**src/source/qspim_pkg.sv**
```systemverilog
`default_nettype none
// ----------------------------------------------------------------------
// Shared widths, field positions and encodings of the wishbone front end
// Flash window when address bit 28 is low, register window when it is high
// Command word layout is fixed at 36 bits as the SPI engine expects
// ----------------------------------------------------------------------

package qspim_pkg;

  // ------------------------------------------------------------------
  // Bus and address fields
  // ------------------------------------------------------------------
  localparam int WB_WIDTH     = 32;
  localparam int MEM_SEL_BIT  = 28;  // 0 flash, 1 registers
  localparam int CS_FIELD_LSB = 20;
  localparam int CS_FIELD_MSB = 27;
  localparam int NUM_CS       = 4;
  localparam int REG_ADDR_LSB = 2;   // Word index into register block
  localparam int REG_ADDR_MSB = 5;

  typedef logic [WB_WIDTH-1:0]                  qspim_word_t;
  typedef logic [CS_FIELD_MSB-CS_FIELD_LSB:0]   qspim_cs_field_t;
  typedef logic [REG_ADDR_MSB-REG_ADDR_LSB:0]   qspim_reg_addr_t;
  typedef logic [WB_WIDTH/8-1:0]                qspim_be_t;

  // ------------------------------------------------------------------
  // Command FIFO word
  // ------------------------------------------------------------------
  localparam int CMD_FIFO_WD = 36;
  localparam int WORD_BYTES  = 4;      // Bytes per response word

  localparam logic SOC_FLAG = 1'b1;    // Start of command
  localparam logic EOC_FLAG = 1'b1;    // End of command
  localparam logic NOC_FLAG = 1'b0;    // Flag not set

  typedef logic [CMD_FIFO_WD-1:0] qspim_cmd_word_t;
  typedef logic [7:0]             qspim_data_cnt_t;

  // Read sequencer states
  typedef enum logic [3:0] {
    ST_IDLE      = 4'd0,
    ST_ADR_PHASE = 4'd1,  // Address word goes out
    ST_CMD_WAIT  = 4'd2,  // Engine has not taken the command yet
    ST_READ_DATA = 4'd3
  } qspim_state_e;

  // SPI phase sequences, C cmd A addr M mode D dummy R read W write
  typedef enum logic [3:0] {
    SEQ_C     = 4'b0000,
    SEQ_CA    = 4'b0001,
    SEQ_CAR   = 4'b0010,
    SEQ_CADR  = 4'b0011,
    SEQ_CAMR  = 4'b0100,
    SEQ_CAMDR = 4'b0101,
    SEQ_CAW   = 4'b0110,
    SEQ_CADW  = 4'b0111
  } qspim_seq_e;

endpackage

`default_nettype wire

```
**src/source/qspim_wb_front.sv**
```systemverilog
`timescale 1ns/1ns
`default_nettype none
// ----------------------------------------------------------------------
// Master must hold stb and all request fields until wbd_ack_o
// Nothing is captured while spi_init_done_i is low
// One request at a time, ack is a single cycle pulse with data
// ----------------------------------------------------------------------

module qspim_wb_front (
  input  logic                       mclk,
  input  logic                       rst_n,
  input  logic                       spi_init_done_i,
  input  logic                       wbd_stb_i,
  input  logic                       wbd_we_i,
  input  qspim_pkg::qspim_word_t     wbd_adr_i,
  input  qspim_pkg::qspim_word_t     wbd_dat_i,
  input  qspim_pkg::qspim_be_t       wbd_sel_i,
  input  logic                       mem_ack_i,         // From read sequencer
  input  qspim_pkg::qspim_word_t     mem_rdata_i,
  input  logic                       spim_reg_ack_i,    // From register block
  input  qspim_pkg::qspim_word_t     spim_reg_rdata_i,
  output qspim_pkg::qspim_word_t     wbd_dat_o,
  output logic                       wbd_ack_o,
  output logic                       mem_req_o,
  output logic                       reg_req_o,
  output qspim_pkg::qspim_word_t     req_adr_o,
  output logic                       req_we_o,
  output logic                       spim_reg_req_o,
  output qspim_pkg::qspim_reg_addr_t spim_reg_addr_o,
  output logic                       spim_reg_we_o,
  output qspim_pkg::qspim_be_t       spim_reg_be_o,
  output qspim_pkg::qspim_word_t     spim_reg_wdata_o
);

  logic                   wb_req;     // Captured request valid
  logic                   wb_we;
  qspim_pkg::qspim_word_t wb_adr;
  qspim_pkg::qspim_word_t wb_wdata;
  qspim_pkg::qspim_be_t   wb_be;
  logic                   wb_ack;
  qspim_pkg::qspim_word_t wb_rdata;
  logic                   ack_busy;   // Ack now or last cycle

  assign ack_busy = wb_ack | mem_ack_i | spim_reg_ack_i;

  // ------------------------------------------------------------------
  // Request capture
  // ------------------------------------------------------------------
  always_ff @(posedge mclk) begin
    if (!rst_n) begin
      wb_req <= 1'b0;
    end else if (spi_init_done_i) begin
      wb_req <= wbd_stb_i & ~ack_busy;  // Drop on ack so it is not re-issued
    end
  end

  always_ff @(posedge mclk) begin
    if (spi_init_done_i) begin
      wb_adr   <= wbd_adr_i;
      wb_wdata <= wbd_dat_i;
      wb_be    <= wbd_sel_i;
      wb_we    <= wbd_we_i;
    end
  end

  // Split on the window bit
  assign mem_req_o = wb_req & ~wb_adr[qspim_pkg::MEM_SEL_BIT];
  assign reg_req_o = wb_req &  wb_adr[qspim_pkg::MEM_SEL_BIT];
  assign req_adr_o = wb_adr;
  assign req_we_o  = wb_we;

  assign spim_reg_req_o   = reg_req_o;
  assign spim_reg_addr_o  = wb_adr[qspim_pkg::REG_ADDR_MSB:qspim_pkg::REG_ADDR_LSB];
  assign spim_reg_we_o    = wb_we;
  assign spim_reg_be_o    = wb_be;
  assign spim_reg_wdata_o = wb_wdata;

  // ------------------------------------------------------------------
  // Acknowledge and read data return
  // ------------------------------------------------------------------
  always_ff @(posedge mclk) begin
    if (!rst_n) begin
      wb_ack <= 1'b0;
    end else begin
      wb_ack <= (mem_req_o & mem_ack_i) | (reg_req_o & spim_reg_ack_i);
    end
  end

  always_ff @(posedge mclk) begin
    if (mem_req_o && !wb_we && mem_ack_i) begin
      wb_rdata <= mem_rdata_i;         // Flash word
    end else if (reg_req_o && spim_reg_ack_i) begin
      wb_rdata <= spim_reg_rdata_i;
    end
  end

  assign wbd_ack_o = wb_ack;
  assign wbd_dat_o = wb_rdata;

endmodule

`default_nettype wire

```
**src/source/qspim_cs_decode.sv**
```systemverilog
`timescale 1ns/1ns
`default_nettype none
// ----------------------------------------------------------------------
// Chip select from flash address bits 27:20, one address/mask pair each
// Several selects may match at once, nothing here gives priority
// ----------------------------------------------------------------------

module qspim_cs_decode (
  input  logic                       mclk,
  input  logic                       rst_n,
  input  logic                       mem_req_i,
  input  qspim_pkg::qspim_word_t     req_adr_i,
  input  qspim_pkg::qspim_cs_field_t cfg_cs_addr_i  [qspim_pkg::NUM_CS],
  input  qspim_pkg::qspim_cs_field_t cfg_cs_amask_i [qspim_pkg::NUM_CS],
  output logic [qspim_pkg::NUM_CS-1:0] m0_cs_reg_o
);

  qspim_pkg::qspim_cs_field_t          cs_field;
  logic [qspim_pkg::NUM_CS-1:0]        cs_match;

  assign cs_field = req_adr_i[qspim_pkg::CS_FIELD_MSB:qspim_pkg::CS_FIELD_LSB];

  // Mask and compare per select
  always_comb begin
    for (int i = 0; i < qspim_pkg::NUM_CS; i++) begin
      cs_match[i] = ((cs_field & cfg_cs_amask_i[i]) == cfg_cs_addr_i[i]);
    end
  end

  // Held between flash requests
  always_ff @(posedge mclk) begin
    if (!rst_n) begin
      m0_cs_reg_o <= '0;
    end else if (mem_req_i) begin
      m0_cs_reg_o <= cs_match;
    end
  end

endmodule

`default_nettype wire

```
**src/source/qspim_read_fsm.sv**
```systemverilog
`timescale 1ns/1ns
`default_nettype none
// ----------------------------------------------------------------------
// Flash read sequencer, one response word per bus request
// Command FIFO must be empty before a new first word is written
// Response FIFO is show-ahead, data is valid at the head before the pop
// ----------------------------------------------------------------------

module qspim_read_fsm (
  input  logic                        mclk,
  input  logic                        rst_n,
  input  logic                        cfg_fsm_reset_i,
  input  logic                        mem_req_i,
  input  qspim_pkg::qspim_word_t      req_adr_i,
  input  logic                        pre_hit_i,       // Word already requested
  input  qspim_pkg::qspim_seq_e       cfg_mem_seq_i,
  input  logic [1:0]                  cfg_addr_cnt_i,
  input  logic [3:0]                  cfg_dummy_cnt_i,
  input  qspim_pkg::qspim_data_cnt_t  cfg_data_cnt_i,
  input  logic [7:0]                  cfg_cmd_reg_i,
  input  logic [7:0]                  cfg_mode_reg_i,
  input  logic                        cmd_fifo_empty_i,
  input  logic                        res_fifo_empty_i,
  input  qspim_pkg::qspim_word_t      res_fifo_rdata_i,
  output logic                        cmd_fifo_wr_o,
  output qspim_pkg::qspim_cmd_word_t  cmd_fifo_wdata_o,
  output logic                        res_fifo_rd_o,
  output logic                        mem_ack_o,
  output qspim_pkg::qspim_word_t      mem_rdata_o
);

  qspim_pkg::qspim_state_e state;
  qspim_pkg::qspim_state_e next_state;

  always_ff @(posedge mclk) begin
    if (!rst_n) begin
      state <= qspim_pkg::ST_IDLE;
    end else if (cfg_fsm_reset_i) begin
      state <= qspim_pkg::ST_IDLE;      // Software abort
    end else begin
      state <= next_state;
    end
  end

  // ------------------------------------------------------------------
  // Next state and FIFO strobes
  // ------------------------------------------------------------------
  always_comb begin
    next_state       = state;
    cmd_fifo_wr_o    = 1'b0;
    cmd_fifo_wdata_o = '0;
    res_fifo_rd_o    = 1'b0;
    mem_ack_o        = 1'b0;
    mem_rdata_o      = '0;
    case (state)
      qspim_pkg::ST_IDLE: begin
        if (mem_req_i && pre_hit_i) begin
          next_state = qspim_pkg::ST_READ_DATA;  // Served from prefetch
        end else if (mem_req_i && cmd_fifo_empty_i) begin
          cmd_fifo_wr_o    = 1'b1;
          cmd_fifo_wdata_o = {qspim_pkg::SOC_FLAG, qspim_pkg::NOC_FLAG, cfg_data_cnt_i,
                              cfg_dummy_cnt_i, cfg_addr_cnt_i, cfg_mem_seq_i,
                              cfg_mode_reg_i, cfg_cmd_reg_i};
          next_state       = qspim_pkg::ST_ADR_PHASE;
        end
      end
      qspim_pkg::ST_ADR_PHASE: begin
        cmd_fifo_wr_o    = 1'b1;                 // Always right after first word
        cmd_fifo_wdata_o = {qspim_pkg::NOC_FLAG, qspim_pkg::EOC_FLAG, 2'b00, req_adr_i};
        next_state       = qspim_pkg::ST_CMD_WAIT;
      end
      qspim_pkg::ST_CMD_WAIT: begin
        // Command taken, so older prefetched words are out of the way
        if (cmd_fifo_empty_i) begin
          next_state = qspim_pkg::ST_READ_DATA;
        end
      end
      qspim_pkg::ST_READ_DATA: begin
        if (!res_fifo_empty_i) begin
          res_fifo_rd_o = 1'b1;
          mem_ack_o     = 1'b1;
          mem_rdata_o   = res_fifo_rdata_i;  // Head word
          next_state    = qspim_pkg::ST_IDLE;
        end
      end
      default: begin
        next_state = qspim_pkg::ST_IDLE;
      end
    endcase
  end

endmodule

`default_nettype wire

```
**src/source/qspim_prefetch_track.sv**
```systemverilog
`timescale 1ns/1ns
`default_nettype none
// ----------------------------------------------------------------------
// Tracks words already asked of the flash but not yet popped
// Data count is taken as a multiple of four bytes
// Command write and response pop never fall in the same cycle
// ----------------------------------------------------------------------

module qspim_prefetch_track (
  input  logic                       mclk,
  input  logic                       rst_n,
  input  logic                       cmd_wr_i,
  input  logic                       res_rd_i,
  input  qspim_pkg::qspim_word_t     req_adr_i,
  input  qspim_pkg::qspim_data_cnt_t cfg_data_cnt_i,
  output logic                       pre_hit_o
);

  logic                       pre_val;   // Words left in flight
  qspim_pkg::qspim_data_cnt_t pre_cnt;   // Bytes not yet popped
  qspim_pkg::qspim_word_t     pre_adr;   // Address of the next word

  always_ff @(posedge mclk) begin
    if (!rst_n) begin
      pre_val <= 1'b0;
    end else if (cmd_wr_i) begin
      pre_val <= 1'b1;
    end else if (res_rd_i && pre_cnt == qspim_pkg::qspim_data_cnt_t'(qspim_pkg::WORD_BYTES)) begin
      pre_val <= 1'b0;                   // Last word of the burst
    end
  end

  always_ff @(posedge mclk) begin
    if (cmd_wr_i) begin
      pre_cnt <= cfg_data_cnt_i;
      pre_adr <= req_adr_i;
    end else if (res_rd_i) begin
      pre_cnt <= pre_cnt - qspim_pkg::qspim_data_cnt_t'(qspim_pkg::WORD_BYTES);
      pre_adr <= pre_adr + qspim_pkg::qspim_word_t'(qspim_pkg::WORD_BYTES);
    end
  end

  assign pre_hit_o = pre_val & (req_adr_i == pre_adr);

endmodule

`default_nettype wire

```
**src/source/qspim_if.sv**
```systemverilog
`timescale 1ns/1ns
`default_nettype none
// ----------------------------------------------------------------------
// Wishbone front end of the quad-SPI flash controller
// SPI engine, command FIFO and response FIFO are outside this block
// Register block answers with a one-cycle ack
// ----------------------------------------------------------------------

module qspim_if (
  input  logic                         mclk,
  input  logic                         rst_n,
  // Wishbone slave
  input  logic                         wbd_stb_i,
  input  qspim_pkg::qspim_word_t       wbd_adr_i,
  input  logic                         wbd_we_i,
  input  qspim_pkg::qspim_word_t       wbd_dat_i,
  input  qspim_pkg::qspim_be_t         wbd_sel_i,
  output qspim_pkg::qspim_word_t       wbd_dat_o,
  output logic                         wbd_ack_o,
  // Configuration
  input  qspim_pkg::qspim_cs_field_t   cfg_m0_cs_addr_i  [qspim_pkg::NUM_CS],
  input  qspim_pkg::qspim_cs_field_t   cfg_m0_cs_amask_i [qspim_pkg::NUM_CS],
  input  logic                         cfg_fsm_reset_i,
  input  qspim_pkg::qspim_seq_e        cfg_mem_seq_i,
  input  logic [1:0]                   cfg_addr_cnt_i,
  input  logic [3:0]                   cfg_dummy_cnt_i,
  input  qspim_pkg::qspim_data_cnt_t   cfg_data_cnt_i,
  input  logic [7:0]                   cfg_cmd_reg_i,
  input  logic [7:0]                   cfg_mode_reg_i,
  input  logic                         spi_init_done_i,
  output logic [qspim_pkg::NUM_CS-1:0] m0_cs_reg_o,
  // Register block
  output logic                         spim_reg_req_o,
  output qspim_pkg::qspim_reg_addr_t   spim_reg_addr_o,
  output logic                         spim_reg_we_o,
  output qspim_pkg::qspim_be_t         spim_reg_be_o,
  output qspim_pkg::qspim_word_t       spim_reg_wdata_o,
  input  logic                         spim_reg_ack_i,
  input  qspim_pkg::qspim_word_t       spim_reg_rdata_i,
  // Command and response FIFOs
  input  logic                         cmd_fifo_empty_i,
  output logic                         cmd_fifo_wr_o,
  output qspim_pkg::qspim_cmd_word_t   cmd_fifo_wdata_o,
  input  logic                         res_fifo_empty_i,
  output logic                         res_fifo_rd_o,
  input  qspim_pkg::qspim_word_t       res_fifo_rdata_i
);

  logic                   mem_req;
  qspim_pkg::qspim_word_t req_adr;
  logic                   mem_ack;    // Sequencer done, one cycle
  qspim_pkg::qspim_word_t mem_rdata;
  logic                   pre_hit;

  // Register path leaves straight through the spim_reg ports
  qspim_wb_front u_front (
    .mclk, .rst_n, .spi_init_done_i,
    .wbd_stb_i, .wbd_we_i, .wbd_adr_i, .wbd_dat_i, .wbd_sel_i,
    .mem_ack_i      (mem_ack),
    .mem_rdata_i    (mem_rdata),
    .spim_reg_ack_i, .spim_reg_rdata_i,
    .wbd_dat_o, .wbd_ack_o,
    .mem_req_o      (mem_req),
    .reg_req_o      (),
    .req_adr_o      (req_adr),
    .req_we_o       (),
    .spim_reg_req_o, .spim_reg_addr_o, .spim_reg_we_o, .spim_reg_be_o, .spim_reg_wdata_o
  );

  qspim_cs_decode u_cs_decode (
    .mclk, .rst_n,
    .mem_req_i      (mem_req),
    .req_adr_i      (req_adr),
    .cfg_cs_addr_i  (cfg_m0_cs_addr_i),
    .cfg_cs_amask_i (cfg_m0_cs_amask_i),
    .m0_cs_reg_o
  );

  qspim_read_fsm u_read_fsm (
    .mclk, .rst_n, .cfg_fsm_reset_i,
    .mem_req_i      (mem_req),
    .req_adr_i      (req_adr),
    .pre_hit_i      (pre_hit),
    .cfg_mem_seq_i, .cfg_addr_cnt_i, .cfg_dummy_cnt_i, .cfg_data_cnt_i,
    .cfg_cmd_reg_i, .cfg_mode_reg_i,
    .cmd_fifo_empty_i, .res_fifo_empty_i, .res_fifo_rdata_i,
    .cmd_fifo_wr_o, .cmd_fifo_wdata_o, .res_fifo_rd_o,
    .mem_ack_o      (mem_ack),
    .mem_rdata_o    (mem_rdata)
  );

  // Tracker follows the FIFO strobes
  qspim_prefetch_track u_prefetch (
    .mclk, .rst_n,
    .cmd_wr_i       (cmd_fifo_wr_o),
    .res_rd_i       (res_fifo_rd_o),
    .req_adr_i      (req_adr),
    .cfg_data_cnt_i,
    .pre_hit_o      (pre_hit)
  );

endmodule

`default_nettype wire

```
**config.mk**
```make
export PLATFORM = sky130hd
export DESIGN_NAME = qspim_if
export DESIGN_NICKNAME = d
export VERILOG_FILES = /design/src/source/qspim_pkg.sv /design/src/source/qspim_wb_front.sv /design/src/source/qspim_cs_decode.sv /design/src/source/qspim_read_fsm.sv /design/src/source/qspim_prefetch_track.sv /design/src/source/qspim_if.sv
export SDC_FILE = /design/constraint.sdc
export NUM_CORES = 1
export LEC_CHECK = 0
export ABC_AREA = 0
export BUFFER_PORTS_ARGS = -buffer_cell sky130_fd_sc_hd__buf_2
export CORE_MARGIN = 4
export CORE_UTILIZATION = 25
export DETAILED_ROUTE_END_ITERATION = 8
export PLACE_DENSITY = 0.51
export SYNTH_ARGS = -nofsm -noshare
export SYNTH_HDL_FRONTEND = slang
export SYNTH_SLANG_ARGS = --single-unit
```
**constraint.sdc**
```tcl
create_clock -name mclk -period 3.8 [get_ports mclk]
set_input_delay 0.19 -clock mclk [delete_from_list [all_inputs] [get_ports mclk]]
set_output_delay 0.19 -clock mclk [all_outputs]
set_load 0.02 [all_outputs]
```
# ---- Word-level counts from Yosys, hierarchy flattened
# Index checks and enable logic that the tools add are counted.
dict set report classes {
  n_addsub 2
  n_eq_ne 12
  muxes 23
  bitwise_logic 16
  reduce_logical 13
}
# operator n
set op_table {}
lappend op_table {{2-to-1 mux 32 bit} 6}
lappend op_table {{2-to-1 mux 36 bit} 2}
lappend op_table {{one-hot mux 36 bit (2 select lines)} 1}
lappend op_table {{adder 32 x 3 -> 32 bit (second input constant)} 1}
lappend op_table {{AND 8 bit} 4}
lappend op_table {{== test 32 bit} 1}
lappend op_table {{== test 8 bit} 4}
lappend op_table {{2-to-1 mux 4 bit} 4}
lappend op_table {{2-to-1 mux 8 bit} 2}
lappend op_table {{one-hot mux 4 bit (4 select lines)} 1}
lappend op_table {{== test 4 x 2 -> 1 bit (second input constant)} 2}
lappend op_table {{== test 8 x 3 -> 1 bit (second input constant)} 1}
lappend op_table {{subtractor 8 x 3 -> 8 bit (second input constant)} 1}
lappend op_table {{AND 1 bit} 6}
lappend op_table {{logical AND 1 bit} 6}
lappend op_table {{2-to-1 mux 1 bit} 6}
lappend op_table {{nonzero test 2 bit} 3}
lappend op_table {{== test 4 x 1 -> 1 bit (second input constant)} 1}
lappend op_table {{logical NOT 4 bit} 1}
lappend op_table {{!= test 2 bit (second input constant)} 2}
lappend op_table {{!= test 3 x 1 -> 1 bit (second input constant)} 1}
lappend op_table {{NOT 1 bit} 3}
lappend op_table {{bitwise OR 1 bit} 3}
lappend op_table {{AND reduction 3 bit} 1}
lappend op_table {{other kinds (3)} 3}
dict set report word_totals {
  regBits 152
  output_inout_bits 117
}

# ---- Longest topological paths before layout
# Gate-level depths: netlist of the first run.
dict set report logic_depth {
  depth_word 7
  mapped_depth 9
  depth_no_buf 7
}

# ---- Cells and area by module
# From an unflattened synthesis of the first run, not the netlist that was laid out.
dict set report unflattened {
  hier_cells 635
  area_unflattened_um2 7877.6
}
# mod instances cells_each area_per_inst_um2 seq_area_each_um2
set by_module_without_submodules {}
lappend by_module_without_submodules {qspim_wb_front 1 156 3738.6 3072.9}
lappend by_module_without_submodules {qspim_prefetch_track 1 289 2753.9 1221.2}
lappend by_module_without_submodules {qspim_read_fsm 1 104 789.5 40.0}
lappend by_module_without_submodules {qspim_cs_decode 1 86 595.6 80.1}

# ---- Least setup slack after synthesis of the first run
# OpenSTA, ideal clock, no wires.
dict set report synth_timing {
  path_kind {reg-to-reg}
  start {register u_front.wb_adr[28] (netlist: u_front.req_adr_o[28])}
  end {register u_prefetch.pre_adr[10] (enable)}
  setup_time_ns 0.505
  arrival_time_ns 2.967
  t_required_ns 3.295
  setup_slack_ns 0.328
  path_stages_with_launch 8
  period_less_slack_ns 3.472
  path_cell_list {edfxtp_1 > and2b_1 > o2111ai_1 > or4_4 > or4_4 > a21oi_4 > buf_6 > nand2_1}
}
dict set report synth_via {
  elab_chain_len 7
  word_cells_on_any_way 10
}
# item line_no
set synth_rtl {}
lappend synth_rtl {{start, declared} qspim_wb_front.sv:37} ;# qspim_pkg::qspim_word_t wb_adr;
lappend synth_rtl {{start signal, assigned} qspim_wb_front.sv:59} ;# wb_adr <= wbd_adr_i;
lappend synth_rtl {{parallel branches: the longest is 4 deep, another holds == test 32 bit} --}
lappend synth_rtl {{2-to-1 mux 1 bit (*)} qspim_read_fsm.sv:57} ;# if (mem_req_i && pre_hit_i) begin
lappend synth_rtl {{one-hot mux 1 bit (2 select lines) (*)} qspim_read_fsm.sv:55} ;# case (state)
lappend synth_rtl {{nonzero test 2 bit (no line) (*)} --}
lappend synth_rtl {{end signal, assigned} qspim_prefetch_track.sv:36} ;# pre_adr <= req_adr_i;
lappend synth_rtl {{end signal, assigned} qspim_prefetch_track.sv:39} ;# pre_adr <= pre_adr + qspim_pkg::qspim_word_t'(qspim_pkg::WORD_BYTES);
lappend synth_rtl {{end, declared} qspim_prefetch_track.sv:21} ;# qspim_pkg::qspim_word_t pre_adr;
# Mark *: on every way between the ends.
# A chain may end at the register's enable or synchronous reset.

# ---- Worst setup path after layout of the first run
dict set report layout_timing {
  start {register u_prefetch.pre_adr[20]}
  end {output cmd_fifo_wdata_o[23]}
}
dict set report layout_via {
  elab_chain_len 5
}
# item line_no
set layout_rtl {}
lappend layout_rtl {{== test 32 bit} qspim_prefetch_track.sv:43} ;# assign pre_hit_o = pre_val & (req_adr_i == pre_adr);
lappend layout_rtl {{AND 1 bit} qspim_prefetch_track.sv:43}
lappend layout_rtl {{logical AND 1 bit} qspim_read_fsm.sv:57}
lappend layout_rtl {{2-to-1 mux 36 bit} qspim_read_fsm.sv:57}
lappend layout_rtl {{one-hot mux 36 bit (2 select lines)} qspim_read_fsm.sv:55}
lappend layout_rtl {{end, declared} qspim_if.sv:43} ;# output qspim_pkg::qspim_cmd_word_t cmd_fifo_wdata_o,
# No other way between the ends.

==> impl_metrics.csv, run 1 <==
group,metric,value,unit
sta,fmax,282,MHz
detailed_routing,drc_errors,0,
power_and_ir_drop,power_frac_comb,12.0,%
detailed_routing,highest_layer,"met4",
detailed_routing,routed-wl-met2,12800,um
synthesis,synth_top_family_by_area,"multiplexers",
synthesis,ys.warnings.count,0,
power_and_ir_drop,switching_power,1120,uW
placed_design,numPortBuffers,355,
clock_network,clk_pin_slew_worst_paths,70,ps
global_routing,grt_pass1_vias,6379,
floorplanning,dieWidth,182,um
final_layout,syn_to_final_growth,46.3,%
sta,finalMaxSlewViolations,0,
synthesis,synthMuxAreaShare,11.4,%
critical_path,endpoint_kind,"primary output",
sta,fin_crit,3540,ps
sta,fin_setup_tns,0,ps
critical_path,worstPathRequired,3610,ps
synthesis,yosys.area_share.xor_xnor,10.7,%
critical_path,cp_top_family,"simple AND/OR/NAND/NOR gates",
synthesis,ys_ff_latch,150,
synthesis,synth_top_area_cell,"edfxtp_1",
placed_design,dp_slack,520,ps
sta,hold_violations,0,
synthesis,yosys-top-cells-area,"edfxtp_1 56%, xnor2_1 7.0%, mux2_4 5.7%",
status,status,"finished, final reports clean",
synthesis,syn-cell-area,0.00759,mm^2
sta,hold-worst-slack,48.3,ps
power_and_ir_drop,p_int,3090,uW
synthesis,yosys.area_share.simple,9.32,%
detailed_routing,vias,6041,
synthesis,synthAdderAreaFrac,1.15,%
power_and_ir_drop,sw_frac_of_total,26.6,%
synthesis,synth_compound_area_share,5.82,%
detailed_routing,met3_length,1530,um
detailed_routing,m1WireLength,10700,um
critical_path,reg2reg_from,"u_prefetch.pre_adr[20]$_DFFE_PP_",
sta,skew,12.6,ps
clock_network,clock_sinks,150,
sta,timing.slew.headroom,34.5,%
synthesis,ys_types,44,
global_routing,grt_max_degree,71,
detailed_routing,wl_per_cell,18.5,um
flow_run,max-cap-violations,0,
floorplanning,fp-row-count,63,
clock_network,cts_buffer_depth,2,
floorplanning,die_h,182,um
critical_path,worstPathArrival,3350,ps
detailed_routing,postRouteAntennaNets,0,
power_and_ir_drop,p_leak,0.00475,uW
floorplanning,die_area,0.0332,mm^2
clock_network,cts_tree,"done",
synthesis,syn_inst,554,
clock_network,htreeDepth,4,
critical_path,path_max_fanout,33,
detailed_routing,drt_first_pass_iters,4,
global_routing,antenna_found_initial,1,
min_path,hold_path_depth,3,
critical_path,critPathMostFrequentCell,"or4_4",
detailed_routing,viasPerCell,4.36,
sta,tightest_slew,982,ps
critical_path,startpoint,"u_prefetch.pre_adr[20]$_DFFE_PP_",
critical_path,r2r_slack,550,ps
clock_network,numCtsBuffers,17,
floorplanning,ios,356,
critical_path,r2r_cells,7,
critical_path,worst-path-stages,8,
synthesis,yosysTopAreaCellShare,55.7,%
global_routing,grt_overflow,0,
power_and_ir_drop,p_seq_share,46.0,%
detailed_routing,drt_iter0_drc,221,
floorplanning,core,0.0298,mm^2
critical_path,cpPeakStageDelay,590,ps
critical_path,critPathKind,"flip-flop to primary output",
clock_network,clk_latency,430,ps
detailed_routing,drt_wl_total,25600,um
clock_network,postCtsSetupRepairBufs,0,
power_and_ir_drop,vdd_drop_max,315,uV
power_and_ir_drop,pwr_density_cell,379,mW/mm^2
power_and_ir_drop,pwr-share-clk,42.1,%
global_routing,grt_pass1_wl,37500,um
placed_design,globalplace.congestion,0.812,
power_and_ir_drop,fin_total_pwr,4210,uW
critical_path,crit_chain,"xnor2_1, nand4_1, or4_4, or4_4, and2_1, buf_4, a22o_1, buf_2",
floorplanning,start_util,25.5,%
critical_path,crit_slowest_cell,"or4_4",
critical_path,critPathBufInv,2,
synthesis,postSynthAreaPerCell,13.7,um^2
sta,fin_crit_sh,93.3,%
sta,setup_ws,256,ps
synthesis,synth_nets,800,
synthesis,synth_seq_area_share,58.1,%
sta,setup_viol,0,
final_layout,final_util,37.3,%
critical_path,worst_r2r_endpoint,"u_prefetch.pre_cnt[2]$_DFFE_PP_",
critical_path,cp-endpoint,"cmd_fifo_wdata_o[23]",
sta,rsz0062_at_grt,"no",
placed_design,place_hpwl,19400,um
final_layout,nets,1229,
min_path,hp-class,"primary input to flip-flop",
critical_path,startpoint_type,"flip-flop",
clock_network,cts-root-buf,"clkbuf_16",
final_layout,drive_gt1_share,47.5,%
global_routing,grt.total_usage,14.9,%
power by group through the flow:
stage               sequential, uW  clock [uW]  combinational, uW
detailed placement            1970           0                454
floorplan                     2000           0                173
finish                        1940        1770                505
global route                  1940        1900                551
global placement              1970           0                452
CTS                           1940        1830                512
timing repair:
item,in CTS,in global routing
gates resized for setup,0,0
hold buffers,69,0
hold endpoints to repair,69,0
worst min path at each step:
stage                              startpoint                                      to  slack [ps]
after floorplan                  wbd_adr_i[0]          u_front.req_adr_o[0]$_DFFE_PP_         290
after global placement          wbd_dat_i[11]  u_front.spim_reg_wdata_o[11]$_DFFE_PP_         370
after detailed placement        wbd_dat_i[11]  u_front.spim_reg_wdata_o[11]$_DFFE_PP_         370
after CTS                     cfg_fsm_reset_i        u_read_fsm.state[1]$_SDFFE_PP0P_          30
after global routing      res_fifo_rdata_i[6]          u_front.wbd_dat_o[6]$_DFFE_PP_          40
final                         cfg_fsm_reset_i        u_read_fsm.state[1]$_SDFFE_PP0P_          50
layout make-up:
class | count | area, um^2
timing repair buffer | 439 | 2610
clock inverter | 15 | 179
clock buffer | 17 | 425
fill | 2970 | 18700
multi-input combinational | 357 | 2930
inverter | 18 | 67.6
antenna | 1 | 2.50
tap | 390 | 488
sequential | 150 | 4410
flip-flops by register name, summed over array words and instances, names as in the netlist:
register                  cells
u_prefetch.pre_adr           32
u_front.req_adr_o            32
u_front.spim_reg_wdata_o     32
u_front.req_we_o              1
u_front.spim_reg_be_o         4
u_cs_decode.m0_cs_reg_o       4
u_read_fsm.state              2
u_front.wbd_dat_o            32
u_front.wb_req                1
u_prefetch.pre_val            1
u_prefetch.pre_cnt            8
u_front.wbd_ack_o             1
metal layers:
layer | vias to the layer above | global-route usage, %
li1 | 2910 | -
met1 | 2865 | 18.3
met2 | 231 | 25.2
met3 | 35 | 3.95
met4 | 0 | 5.22
met5 | - | 0
synthesized netlist by cell type, drive strengths merged:
cell type / instances
o21ai: 1
and3: 3
ha: 7
nor4b: 1
and4: 3
nor2b: 5
a21oi: 7
xor2: 32
o221ai: 1
inv: 18
buf: 13
and2b: 1
nor2: 5
o221a: 1
a22o: 33
dfxtp: 9
nor4: 17
nand2b: 5
nand3: 16
a221oi: 1
o211ai: 1
nor3: 7
a21boi: 5
nand2: 51
o2111ai: 1
xnor2: 61
and2: 6
nand4b: 1
mux2i: 4
mux2: 64
nand4: 11
edfxtp: 141
o41ai: 2
or4: 2
clkbuf: 16
or3: 2
cells in the final DEF, fill, tap and decap left out, drive strengths merged, types with 6 or more instances in the layout:
master and instances:
a21oi 7, a22o 33, and2 6, buf 370, clkbuf 17, dfxtp 9, dlygate4sd3 69, edfxtp 141
ha 7, inv 27, mux2 64, nand2 51, nand3 16, nand4 11, nor3 7, nor4 17
xnor2 61, xor2 32
worst min-delay path, cell delays in order:
cell and delay, ps:
buf_2 70, nand2b_1 120, a21oi_1 50
through the flow:
| step | area, um^2 | instances |
|---|---|---|
| 2_1_floorplan | 7590 | 554 |
| 3_3_place_gp | 9810 | 1285 |
| 3_5_place_dp | 9810 | 1285 |
| 4_1_cts | 11100 | 1386 |
| 5_1_grt | 11100 | 1387 |
| 6_report | 11100 | 1387 |
cell families after synthesis:
group           after synthesis
compound gates               53
buf+inv                      47
fa+ha+maj                     7
simple gates                136
xor+xnor                     93
flops                       150
mux                          68
Power figures use the tool's default switching activity.
==> inputs of run 2 (changes only) <==
==> constraint.sdc (replaced) <==
create_clock -name mclk -period 3.8 [get_ports mclk]
set_input_delay 0.76 -clock mclk [delete_from_list [all_inputs] [get_ports mclk]]
set_output_delay 0.76 -clock mclk [all_outputs]
set_load 0.02 [all_outputs]
==> run 2 against run 1 <==
  * Global-route usage shrank 0.38 points
  * Largest cell class unchanged
  * Sequential share of layout area is 2.1 points higher
  * Non-clock buffer count is 54 lower
  * Largest power group unchanged
  * Worst setup slack got worse by 130 ps
  * Register-to-register slack gained 150 ps
  * Critical path depth stayed put
  * Sequential power about the same
  * First-iteration DRC count is 4.5% lower
  * Fmax fell by 3.5%
  * Critical endpoint is now cmd_fifo_wdata_o[20]
  * Final area shrank 5.0%
==> impl_metrics.csv, run 2 (synthesized netlist as in run 1, its figures left out) <==
group,metric,value,unit
floorplanning,fp-row-count,63,
critical_path,critPathBufInv,2,
final_layout,nets,1175,
critical_path,crit_slowest_cell,"or4_4",
detailed_routing,postRouteAntennaNets,0,
clock_network,clk_latency,430,ps
final_layout,syn_to_final_growth,38.9,%
detailed_routing,drt_iter0_drc,211,
global_routing,grt_pass1_wl,36000,um
sta,timing.slew.headroom,35.7,%
critical_path,cp_top_family,"simple AND/OR/NAND/NOR gates",
critical_path,critPathKind,"flip-flop to primary output",
floorplanning,core,0.0298,mm^2
floorplanning,dieWidth,182,um
critical_path,cpPeakStageDelay,550,ps
min_path,hp-class,"flip-flop to flip-flop",
clock_network,cts_tree,"done",
power_and_ir_drop,vdd_drop_max,288,uV
clock_network,clock_sinks,150,
sta,skew,13.8,ps
sta,finalMaxSlewViolations,0,
clock_network,cts_buffer_depth,2,
final_layout,mostFrequentLayoutCells,"354 x buf_2, 141 x edfxtp_1, 60 x xnor2_1, 51 x nand2_1, 35 x mux2_2",
final_layout,multi_input_area,0.00295,mm^2
floorplanning,die_h,182,um
critical_path,startpoint_type,"flip-flop",
final_layout,seqCellArea,0.00441,mm^2
sta,hold_violations,0,
final_layout,mostFrequentLayoutCell,"buf_2",
detailed_routing,drc_errors,0,
placed_design,numPortBuffers,355,
final_layout,drive_gt1_share,52.2,%
clock_network,htreeDepth,4,
sta,setup_viol,0,
power_and_ir_drop,pwr_density_cell,385,mW/mm^2
clock_network,numCtsBuffers,17,
sta,fmax,272,MHz
critical_path,crit_chain,"xor2_1, nor4_1, nand3_1, or4_4, and2_4, buf_12, a22o_2, buf_2",
sta,tightest_slew,964,ps
final_layout,final_util,35.4,%
sta,fin_crit,3670,ps
sta,rsz0062_at_grt,"no",
critical_path,worstPathArrival,2910,ps
placed_design,globalplace.congestion,0.819,
floorplanning,die_area,0.0332,mm^2
global_routing,grt_overflow,0,
sta,fin_setup_tns,0,ps
floorplanning,start_util,25.5,%
global_routing,grt.total_usage,14.5,%
detailed_routing,drt_first_pass_iters,4,
global_routing,grt_pass1_vias,5972,
placed_design,place_hpwl,19900,um
detailed_routing,wl_per_cell,18.7,um
floorplanning,ios,356,
clock_network,hold_buffers,0,
critical_path,endpoint_kind,"primary output",
clock_network,cts-root-buf,"clkbuf_16",
global_routing,antenna_found_initial,3,
power_and_ir_drop,p_leak,0.00453,uW
detailed_routing,drt_wl_total,25000,um
global_routing,grt_max_degree,71,
flow_run,max-cap-violations,0,
critical_path,worstPathRequired,3040,ps
sta,fin_crit_sh,96.7,%
clock_network,clk_pin_slew_worst_paths,60,ps
detailed_routing,viasPerCell,4.33,
detailed_routing,vias,5777,
status,status,"finished, final reports clean",
final_layout,n_fill_cell,3059,
critical_path,path_max_fanout,33,
-- run 2: per-layer routing --
metal | GRT usage (%) | part of all wire, %
met2 | 24.1 | 50
met4 | 4.71 | 2.1
met1 | 18.2 | 41
met5 | 0 | 0
met3 | 4.05 | 7.2
-- run 2: where the power goes --
| group | leakage [uW] | switching, uW | internal, uW |
|---|---|---|---|
| Clock | 0.000273 | 741 | 922 |
| Combinational | 0.00285 | 240 | 224 |
| Sequential | 0.00141 | 48.1 | 1880 |
-- run 2: through the flow --
step | hold slack [ps] | instances | worst slack (ps) | instance area [um^2] | power, uW
floorplan | 449 | 554 | 328 | 7590 | 2170
global placement | 450 | 1291 | 298 | 9880 | 2430
detailed placement | 454 | 1291 | 281 | 9880 | 2440
CTS | 462 | 1329 | 36.3 | 10500 | 4130
global route | 475 | 1334 | 40.1 | 10500 | 4240
finish | 459 | 1335 | 127 | 10600 | 4060
-- run 2: area by class of cell --
type / instances / share of cell area, %
Inverter: 18 / 0.640
Clock buffer: 18 / 4.07
Tap cell: 390 / 4.63
Timing Repair Buffer: 385 / 19.5
Sequential cell: 150 / 41.8
Clock inverter: 14 / 1.33
Antenna cell: 3 / 0.0712
Multi-Input combinational cell: 357 / 28.0
-- run 2: worst paths after layout --
kind	startpoint	to	slack (ps)	cells past startpoint
max reg2reg	u_prefetch.pre_adr[4]$_DFFE_PP_	u_prefetch.pre_adr[22]$_DFFE_PP_	700	9
min reg2reg	u_cs_decode.m0_cs_reg_o[2]$_SDFFE_PN0P_	u_cs_decode.m0_cs_reg_o[2]$_SDFFE_PN0P_	460	2
max	u_prefetch.pre_adr[4]$_DFFE_PP_	cmd_fifo_wdata_o[20]	130	8
min	u_cs_decode.m0_cs_reg_o[2]$_SDFFE_PN0P_	u_cs_decode.m0_cs_reg_o[2]$_SDFFE_PN0P_	460	2
-- run 2: tightest hold or removal path: cells and delay by family, from the launching register on --
family,cells,cell delay [ps]
compound gates,1,60
simple gates,1,50
flops,1,300
-- run 2: what timing repair did --
action / in CTS / in global routing
hold endpoints to repair: 0 / 0
resized for setup: 2 / 2
buffers inserted: 6 / 3
gates cloned: 0 / 0
setup endpoints to repair: 32 / 33
pin swaps: 3 / 3
==> inputs of run 3 (changes only) <==
--- a/config.mk
+++ b/config.mk
@@ -7,10 +7,11 @@
 export LEC_CHECK = 0
 export ABC_AREA = 0
 export BUFFER_PORTS_ARGS = -buffer_cell sky130_fd_sc_hd__buf_2
+export CORE_ASPECT_RATIO = 2
 export CORE_MARGIN = 4
 export CORE_UTILIZATION = 25
 export DETAILED_ROUTE_END_ITERATION = 8
-export PLACE_DENSITY = 0.51
+export PLACE_DENSITY = 0.53
 export SYNTH_ARGS = -nofsm -noshare
 export SYNTH_HDL_FRONTEND = slang
 export SYNTH_SLANG_ARGS = --single-unit
==> constraint.sdc (replaced) <==
create_clock -name mclk -period 3.35 [get_ports mclk]
set_input_delay 0.67 -clock mclk [delete_from_list [all_inputs] [get_ports mclk]]
set_output_delay 0.67 -clock mclk [all_outputs]
set_load 0.02 [all_outputs]
==> run 3 against run 2 <==
  * The run now ends with setup timing left
  * Wire length rose by 11%
  * Combinational power increased by 24%
  * Register-to-register slack worse by 590 ps
  * Critical path type unchanged
  * Final area is 3.1% higher
  * Via count grew 4.7%
  * Sequential share of layout area shrank 1.3 points
  * Cell count is 0.37% higher
  * Clock power up 15%
  * Global-route usage is 1.5 points higher
  * Largest cell class unchanged
==> impl_metrics.csv, run 3 (synthesized netlist as in run 1, its figures left out) <==
group,metric,value,unit
critical_path,cpPeakStageDelay,510,ps
status,status,"finished, violations left",
placed_design,place_inst,1297,
detailed_routing,wl_per_cell,20.8,um
clock_network,numCtsBuffers,17,
global_routing,grt_max_degree,47,
floorplanning,dieWidth,131,um
clock_network,clk_latency,430,ps
global_routing,grt_overflow,0,
global_routing,antenna_found_initial,7,
sta,finalMaxSlewViolations,0,
final_layout,drive_gt1_share,53.9,%
critical_path,crit_slowest_cell,"or4_4",
critical_path,worstPathArrival,2910,ps
critical_path,worstPathRequired,2680,ps
min_path,hp-start,"wbd_dat_i[25]",
floorplanning,die_area,0.0334,mm^2
clock_network,clk_pin_slew_worst_paths,70,ps
global_routing,grt.total_usage,15.9,%
detailed_routing,vias,6047,
sta,timing.slew.headroom,52.5,%
clock_network,cts_tree,"done",
sta,rsz0062_at_grt,"yes",
critical_path,cp_top_family,"simple AND/OR/NAND/NOR gates",
floorplanning,fp-row-count,90,
sta,fin_setup_tns,-6820,ps
detailed_routing,drt_iter0_drc,237,
detailed_routing,drt_wl_total,27800,um
clock_network,cts_buffer_depth,2,
power_and_ir_drop,pwr_density_cell,429,mW/mm^2
floorplanning,core,0.0301,mm^2
placed_design,numPortBuffers,355,
critical_path,worst-path-stages,8,
sta,setup_viol,35,
final_layout,syn_to_final_growth,43.2,%
clock_network,clock_sinks,150,
clock_network,htreeDepth,4,
critical_path,critPathBufInv,2,
sta,tightest_slew,713,ps
critical_path,r2r_cells,10,
critical_path,path_max_fanout,7,
sta,fin_crit_sh,107,%
detailed_routing,viasPerCell,4.51,
sta,setup_ws,-229,ps
placed_design,post_dp_cell_area,0.0100,mm^2
power_and_ir_drop,vdd_drop_max,306,uV
placed_design,place_hpwl,22000,um
floorplanning,ios,356,
critical_path,critPathKind,"flip-flop to primary output",
sta,fmax,279,MHz
global_routing,grt_pass1_wl,38900,um
sta,fin_crit,3580,ps
placed_design,globalplace.congestion,0.833,
critical_path,startpoint_type,"flip-flop",
final_layout,mostFrequentLayoutCell,"buf_2",
min_path,hp-class,"primary input to flip-flop",
clock_network,hold_buffers,0,
critical_path,startpoint,"u_prefetch.pre_adr[18]$_DFFE_PP_",
min_path,hold_path_depth,1,
status,violations,"setup timing",
sta,hold_violations,0,
critical_path,reg2reg_from,"u_prefetch.pre_adr[18]$_DFFE_PP_",
flow_run,max-cap-violations,0,
detailed_routing,postRouteAntennaNets,0,
detailed_routing,drt_first_pass_iters,5,
clock_network,cts-root-buf,"clkbuf_16",
critical_path,crit_chain,"xnor2_2, nand4_1, or4_4, or4_4, and2_4, clkbuf_16, a22o_1, buf_6",
power_and_ir_drop,p_leak,0.00468,uW
final_layout,nets,1204,
sta,skew,6.84,ps
final_layout,stdcell_count,1340,
final_layout,mostFrequentLayoutCells,"337 x buf_2, 141 x edfxtp_1, 60 x xnor2_1, 55 x buf_4, 50 x nand2_1",
floorplanning,start_util,25.3,%
critical_path,critPathMostFrequentCell,"or4_4",
final_layout,stdcell_area,0.0109,mm^2
detailed_routing,drc_errors,0,
floorplanning,die_h,254,um
global_routing,grt_pass1_vias,6449,
critical_path,endpoint_kind,"primary output",
## run 3: through the flow
step	hold WS, ps	util, %	setup WS, ps	power (uW)
after floorplan	449	-	71.1	2460
after global placement	448	33.4	8.04	2790
after detailed placement	457	33.4	-30.3	2790
after CTS	374	35.7	-281	4730
after global routing	376	36.2	-372	4860
final	407	36.2	-229	4670
## run 3: metal layers
layer | GRT usage (%) | vias up | wire, um
li1 | - | 2864 | -
met3 | 4.52 | 48 | 1620
met5 | 0 | - | 43
met1 | 15.5 | 2879 | 9620
met2 | 31.6 | 248 | 15700
met4 | 6.01 | 8 | 877
## run 3: repair_timing
| action | 4_1_cts | 5_1_grt |
|---|---|---|
| gates resized for setup | 16 | 26 |
| gates cloned | 1 | 1 |
| endpoints found under the setup margin | 36 | 52 |
| buffers inserted | 4 | 4 |
| pin swaps | 8 | 5 |
## run 3: cell type report
type,instances,area [um^2]
diodes,2,5.00
clock buffers,17,425
clock inverters,14,153
fillers,2989,19200
inverters,18,67.6
multi-input cells,357,2960
flip-flops and latches,150,4410
well taps,368,460
repair buffers,414,2390
## run 3: where the power goes
part           internal [uW]  switching [uW]  total, uW
registers               2140            49.2       2190
clock network           1100             814       1910
logic                    275             297        572
total                   3510            1160       4670
## run 3: path summary, 6_finish.rpt
check,slack [ps],to
worst max-delay path,-230,cmd_fifo_wdata_o[18]
worst min register to register,460,u_cs_decode.m0_cs_reg_o[3]$_SDFFE_PN0P_
worst min-delay path,410,u_front.spim_reg_wdata_o[25]$_DFFE_PP_
worst max register to register,110,u_prefetch.pre_adr[19]$_DFFE_PP_
## run 3: worst reg2reg max path: stages (launching register included)
cell and delay [ps]:
edfxtp_1 430, xnor2_2 200, nand4_1 150, or4_4 510, or4_4 430, buf_4 150, buf_6 110, a21oi_4 180
buf_4 150, buf_4 320, mux2_4 350
